File: config.mk
export PLATFORM = sky130hd
export DESIGN_NAME = packet_scanner
export DESIGN_NICKNAME = d
export VERILOG_FILES = /design/src/design/scan_pkg.sv /design/src/design/prefix_matcher.sv /design/src/design/category_counter.sv /design/src/design/packet_scanner.sv
export SDC_FILE = /design/constraint.sdc
export NUM_CORES = 1
export LEC_CHECK = 0
export ABC_AREA = 1
export BUFFER_PORTS_ARGS = -buffer_cell sky130_fd_sc_hd__buf_2
export CAP_MARGIN = 20
export CORE_MARGIN = 8
export CORE_UTILIZATION = 48
export DETAILED_ROUTE_END_ITERATION = 8
export GPL_ROUTABILITY_DRIVEN = 0
export SYNTH_ARGS = -nofsm -noshare
export SYNTH_HDL_FRONTEND = slang
export SYNTH_SLANG_ARGS = --single-unit
File: constraint.sdc
create_clock -name clk -period 4.1 [get_ports clk]
set_input_delay 0.41 -clock clk [delete_from_list [all_inputs] [get_ports clk]]
set_output_delay 0.41 -clock clk [all_outputs]
set_load 0.01 [all_outputs]
File: src/design/scan_pkg.sv
package scan_pkg;

   // Longest literal pattern supported
   // also the width of one stream memory word
   localparam int MAX_PAT_LEN = 11;

   // Width of a pattern parameter, one byte per position
   localparam int PAT_W = MAX_PAT_LEN * 8;

   // Stream id width and the resulting stream count
   localparam int STREAM_W = 6;
   localparam int NUM_STREAMS = 1 << STREAM_W;

   // Packet counts wrap, no saturation
   localparam int COUNT_W = 16;

   // Categories scanned side by side at the top level
   localparam int NUM_CAT = 2;

   typedef logic [7:0] byte_t;
   typedef logic [STREAM_W-1:0] stream_id_t;
   typedef logic [MAX_PAT_LEN-1:0] match_state_t;
   typedef logic [COUNT_W-1:0] count_t;

   // Per-cycle inputs shared by every category
   typedef struct packed {
      byte_t      char_in;
      logic       char_vld;
      logic       load_state;
      logic       new_stream;
      logic       eop;
      stream_id_t stream_id;
   } scan_in_t;

endpackage

File: src/design/prefix_matcher.sv
module prefix_matcher import scan_pkg::*; #(
   // Literal pattern, first byte in the highest used byte lane
   parameter logic [PAT_W-1:0] PATTERN = "yahoo",
   // Number of used bytes in PATTERN, 1 to MAX_PAT_LEN
   parameter int PAT_LEN = 5
) (
   input  logic         clk,
   input  logic         rst_n,
   input  byte_t        char_in,
   input  logic         char_vld,
   input  logic         load,
   input  match_state_t load_state,
   output match_state_t state,
   output logic         accept
);

   // Ones on the bit positions that belong to the pattern
   localparam match_state_t LEN_MASK = match_state_t'((1 << PAT_LEN) - 1);

   // Bit k set when pattern byte k equals the current character
   match_state_t match_mask;

   // State after consuming char_in
   match_state_t next_state;

   // One comparator per pattern position
   // positions past the pattern end never match
   genvar k;
   generate
      for (k = 0; k < MAX_PAT_LEN; k++)
      begin : g_cmp
         if (k < PAT_LEN)
         begin : g_used
            // String literals are right aligned, so byte k sits
            // PAT_LEN-1-k lanes above bit 0
            assign match_mask[k] = (PATTERN[(PAT_LEN-1-k)*8 +: 8] == char_in);
         end
         else
         begin : g_unused
            assign match_mask[k] = 1'b0;
         end
      end
   endgenerate

   // Shift-and step
   // every live prefix grows by one, and a fresh prefix starts at bit 0,
   // then only prefixes whose next byte matched survive
   always_comb
   begin
      next_state = {state[MAX_PAT_LEN-2:0], 1'b1} & match_mask & LEN_MASK;
   end

   always_ff @(posedge clk)
   begin
      if (!rst_n)
      begin
         state  <= '0;
         accept <= 1'b0;
      end
      else if (load)
      begin
         // Restore wins over any byte in the same cycle
         state  <= load_state & LEN_MASK;
         accept <= 1'b0;
      end
      else if (char_vld)
      begin
         state  <= next_state;
         // Full pattern seen when the top prefix bit survives
         accept <= next_state[PAT_LEN-1];
      end
      else
      begin
         // Idle cycle, state holds
         accept <= 1'b0;
      end
   end

endmodule

File: src/design/category_counter.sv
module category_counter import scan_pkg::*; #(
   parameter logic [PAT_W-1:0] PATTERN = "yahoo",
   parameter int PAT_LEN = 5
) (
   input  logic     clk,
   input  logic     rst_n,
   input  scan_in_t scan_in,
   input  logic     enable,
   output count_t   count,
   output logic     fired
);

   // Saved matcher state, one word per stream
   // undefined until the first enabled eop of that stream
   match_state_t state_mem [NUM_STREAMS];

   // Restore value and its strobe toward the matcher
   match_state_t restore_state;
   logic         restore_vld;

   // Matcher outputs
   match_state_t cur_state;
   logic         accept;

   // Enabled end of packet commits this category
   logic         commit;

   assign commit = scan_in.eop & enable;

   // Restore path
   // new stream starts from empty state, otherwise resume the saved word
   always_ff @(posedge clk)
   begin
      if (scan_in.load_state)
      begin
         if (scan_in.new_stream)
         begin
            restore_state <= '0;
         end
         else
         begin
            restore_state <= state_mem[scan_in.stream_id];
         end
      end
   end

   // Load strobe lands on the matcher one edge after load_state
   always_ff @(posedge clk)
   begin
      if (!rst_n)
      begin
         restore_vld <= 1'b0;
      end
      else
      begin
         restore_vld <= scan_in.load_state;
      end
   end

   // Save path, only when this category is enabled for the packet
   always_ff @(posedge clk)
   begin
      if (commit)
      begin
         state_mem[scan_in.stream_id] <= cur_state;
      end
   end

   // Per-packet fired flag and packet count
   always_ff @(posedge clk)
   begin
      if (!rst_n)
      begin
         count <= '0;
         fired <= 1'b0;
      end
      else
      begin
         // Start of packet forgets the previous result
         if (scan_in.load_state)
         begin
            fired <= 1'b0;
         end
         // Any number of hits in a packet counts once
         if (accept)
         begin
            fired <= 1'b1;
         end
         if (scan_in.eop)
         begin
            if (enable)
            begin
               count <= count + count_t'(fired);
            end
            else
            begin
               // Disabled packet leaves no trace, saved state untouched
               fired <= 1'b0;
            end
         end
      end
   end

   prefix_matcher #(
      .PATTERN (PATTERN),
      .PAT_LEN (PAT_LEN)
   ) u_matcher (
      .clk        (clk),
      .rst_n      (rst_n),
      .char_in    (scan_in.char_in),
      .char_vld   (scan_in.char_vld),
      .load       (restore_vld),
      .load_state (restore_state),
      .state      (cur_state),
      .accept     (accept)
   );

endmodule

File: src/design/packet_scanner.sv
module packet_scanner import scan_pkg::*; #(
   // Category A pattern and its length
   parameter logic [PAT_W-1:0] PATTERN_A = "yahoo",
   parameter int PAT_LEN_A = 5,
   // Category B pattern and its length
   parameter logic [PAT_W-1:0] PATTERN_B = "mail",
   parameter int PAT_LEN_B = 4
) (
   input  logic                 clk,
   input  logic                 rst_n,
   // Shared per-byte inputs, broadcast to every category
   input  scan_in_t             scan_in,
   // Per-category enable, sampled at eop
   input  logic [NUM_CAT-1:0]   enable,
   // Per-category packet counts
   output count_t [NUM_CAT-1:0] counts,
   // Per-category fired flags for the current packet
   output logic [NUM_CAT-1:0]   fired
);

   // No registers at this level
   // byte to fired latency is set entirely inside the counters

   // Category A, lane 0 of enable, counts and fired
   category_counter #(
      .PATTERN (PATTERN_A),
      .PAT_LEN (PAT_LEN_A)
   ) u_cat_a (
      .clk     (clk),
      .rst_n   (rst_n),
      .scan_in (scan_in),
      .enable  (enable[0]),
      .count   (counts[0]),
      .fired   (fired[0])
   );

   // Category B, lane 1
   // keeps its own stream memory, so the two categories
   // resume independently even on the same stream id
   category_counter #(
      .PATTERN (PATTERN_B),
      .PAT_LEN (PAT_LEN_B)
   ) u_cat_b (
      .clk     (clk),
      .rst_n   (rst_n),
      .scan_in (scan_in),
      .enable  (enable[1]),
      .count   (counts[1]),
      .fired   (fired[1])
   );

endmodule

==> results.toml <==
[power_and_ir_drop]
powerDensity_nw_per_um2 = 438
totalPowerFinal_mw = 10.9
p_leak_nw = 10.3
p_clk_share_pct = 44.0
power.share.sequential_pct = 51.2
p_switching_mw = 2.41
sw_frac_of_total_pct = 22.1
p_comb_share_pct = 4.8
p_int_mw = 8.50
peakVddDrop_uv = 410

[finish]
seqCellArea_sq_um = 14600
final_util_pct = 53.8
final_layout_size_suffix_gt1_share_pct = 12.6
multi_input_area_sq_um = 5890
area_delta_synth_final_pct = 10.9
layout.nets = 2279
finalInstanceArea_sq_um = 24900
fillers = 4061
num_antenna_cells = 0

[route]
avgViaCountPerCell = 5.20
drc_errors = 0
antenna_left = 0
drt_iter0_markers = 1248
drt-total-wl_um = 54000
num_vias = 15082
drt_first_pass_iters = 5
routedWlPerCell_um = 18.6

[timing]
fmax_mhz = 425
setup_viol = 0
timing.final.ws_setup_ps = 1750
rsz0062_at_grt = "no"
setup_tns_ps = 0
slew_violations = 0
max_slew.worst_pin.slew_ps = 1100
hold_viol = 0
maxSlewHeadroom_pct = 26.4
period_share_pct = 57.4
finClkSkew_ps = 29.7
period_needed_ps = 2350

[placement]
hpwl_um = 32200
place_ws_ps = 1210
place_area_sq_um = 23200
place.port_buffers = 55

[setup_path]
path_depth = 4
slowest_delay_ps = 970
cp-end-kind = "flip-flop"
start_kind = "primary input"
reg2regPathDepth = 9
cp_cell_sequence = "clkbuf_8 -> inv_4 -> nand2_1 -> nor3_1"
path_delay_family = "simple AND/OR/NAND/NOR gates"
reg2reg_slack_ps = 2290
crit_buf_inv = 2
slowest_stage = "nor3_1"
critPathMaxFanout = 72
critPathKind = "primary input to flip-flop"
cp.arrival_ps = 2550
worst-endpoint-required_ps = 4300

[die]
die_w_um = 232
die_area_sq_um = 54000
pin_count = 56
rows = 79
initial_utilization_pct = 48.5
core_area_sq_um = 46400
dieHeight_um = 232

[synthesis]
synth_ff_type = "edfxtp_1"
synth_top_area_share_pct = 60.8
mappedNetlistNets = 2260
synth_area_leaders = "edfxtp_1, nand2_1, inv_1"
synth_top_cell_by_area = "edfxtp_1"
netlist_instances = 2234
ys_ff_latch = 499
synth_edf_count = 455
synthDistinctLibCells = 35
synth_seq_area_share_pct = 64.7
ys_warn_count = 0
syn_avg_cell_area_sq_um = 10.1
synthArstFlopShare_pct = 0
synthesis.area_sq_um = 22500

[outcome]
status = "finished, final reports clean"

[flow_run]
drv_cap = 0

[global_routing]
overflow = 0
grt_pass1_vias = 14849
track_usage_pct = 20.1
grt_max_degree = 142
antenna_found_initial = 4
grt_pass1_wl_um = 83800

[clock_network]
cts_tree = "yes"
cts_made_buffers = 53
clkTransAtPathRegs_ps = 60
cts_sinks = 499
post_cts_buffers = 0
postCtsHoldBufs = 0
clk_latency_ps = 600
cts_resized = 0
max-clock-path-buffers = 3
htreeDepth = 2
cts-root-buf = "clkbuf_16"

[min_path]
hp-class = "primary input to flip-flop"
worstHoldPathCells = 3
## metal layers
metal	track usage [%]	wire length, um	share of wire [%]	up-vias
met5	0	23	0.043	-
met4	7.10	1740	3.2	4
met3	4.02	3770	7.0	114
met2	32.1	24700	46	456
met1	27.2	23700	44	7178
li1	-	-	-	7330
## final cells by class
type                            count  area share [%]
Multi-Input combinational cell   1217            23.6
Clock inverter                     33            1.42
Timing Repair Buffer               74            1.81
Tap cell                          607            3.05
Inverter                          408            6.17
Sequential cell                   499            58.4
Clock buffer                       64            5.53
## flip-flops by register name, indices dropped and copies added, names as in the netlist
signal	cells
u_cat_a.state_mem	256
u_cat_b.u_matcher.accept	1
u_cat_a.u_matcher.accept	1
u_cat_b.state_mem	192
u_cat_a.count	16
u_cat_b.restore_state	3
u_cat_b.count	16
u_cat_b.restore_vld	1
u_cat_a.u_matcher.state	4
u_cat_a.restore_state	4
u_cat_a.fired	1
u_cat_b.fired	1
u_cat_b.u_matcher.state	3
## worst paths after layout
path / from / end
min reg2reg: u_cat_a.count[13]$_SDFFE_PN0P_ / u_cat_a.count[13]$_SDFFE_PN0P_
min: enable[1] / u_cat_b.fired$_SDFF_PN0_
max: scan_in[0] / u_cat_a.state_mem[6][2]$_DFFE_PP_
max reg2reg: u_cat_b.fired$_SDFF_PN0_ / u_cat_b.count[10]$_SDFFE_PN0P_
## kinds of logic after synthesis
group                    after synthesis  synth area share (%)
AND/OR/NAND/NOR                     1067                  22.2
adder cells (fa/ha/maj)                4                 0.223
AO/OA/AOI/OAI                        144                  3.50
XOR/XNOR                               2                0.0779
flip-flops                           499                  64.7
buffers and inverters                518                  9.28
## synthesized netlist by cell type (7+ instances only)
library cell	count
or2_0	14
nor3_4	7
nand2_1	544
a22oi_1	7
o21ai_0	52
or2_2	29
buf_2	46
a21oi_1	33
edfxtp_1	455
nor2_1	98
nor3_2	59
buf_4	15
dfxtp_1	44
inv_1	392
nand3_1	208
o211ai_1	14
inv_2	13
clkbuf_1	42
o21ai_1	32
nor3_1	79
nand2_2	8
## cell usage in the layout, fill, tap and decap left out, drive strengths merged, types with 49 or more instances in the layout
cell,count
inv,409
nor2,104
clkbuf,65
buf,73
nand2,552
o21ai,84
or2,49
edfxtp,455
nor3,145
nand3,208
## stage by stage
step | hold slack [ps] | std cells
floorplan | 474 | 2234
detailed placement | 470 | 2805
CTS | 66.6 | 2902
global route | 94.4 | 2902
finish | 98.6 | 2902
global placement | 457 | 2805
## worst min-delay path: stages
cell,delay [ps]
buf_2,110
inv_1,40
a211oi_1,60
## power by group through the flow
stage	logic, mW	clock network (mW)	registers (mW)
after global placement	0.519	0	5.70
after CTS	0.523	4.87	5.59
after detailed placement	0.522	0	5.70
final	0.522	4.80	5.59
after floorplan	0.343	0	5.68
after global routing	0.575	5.05	5.59
Note: power is estimated with default switching activity, not from simulation.
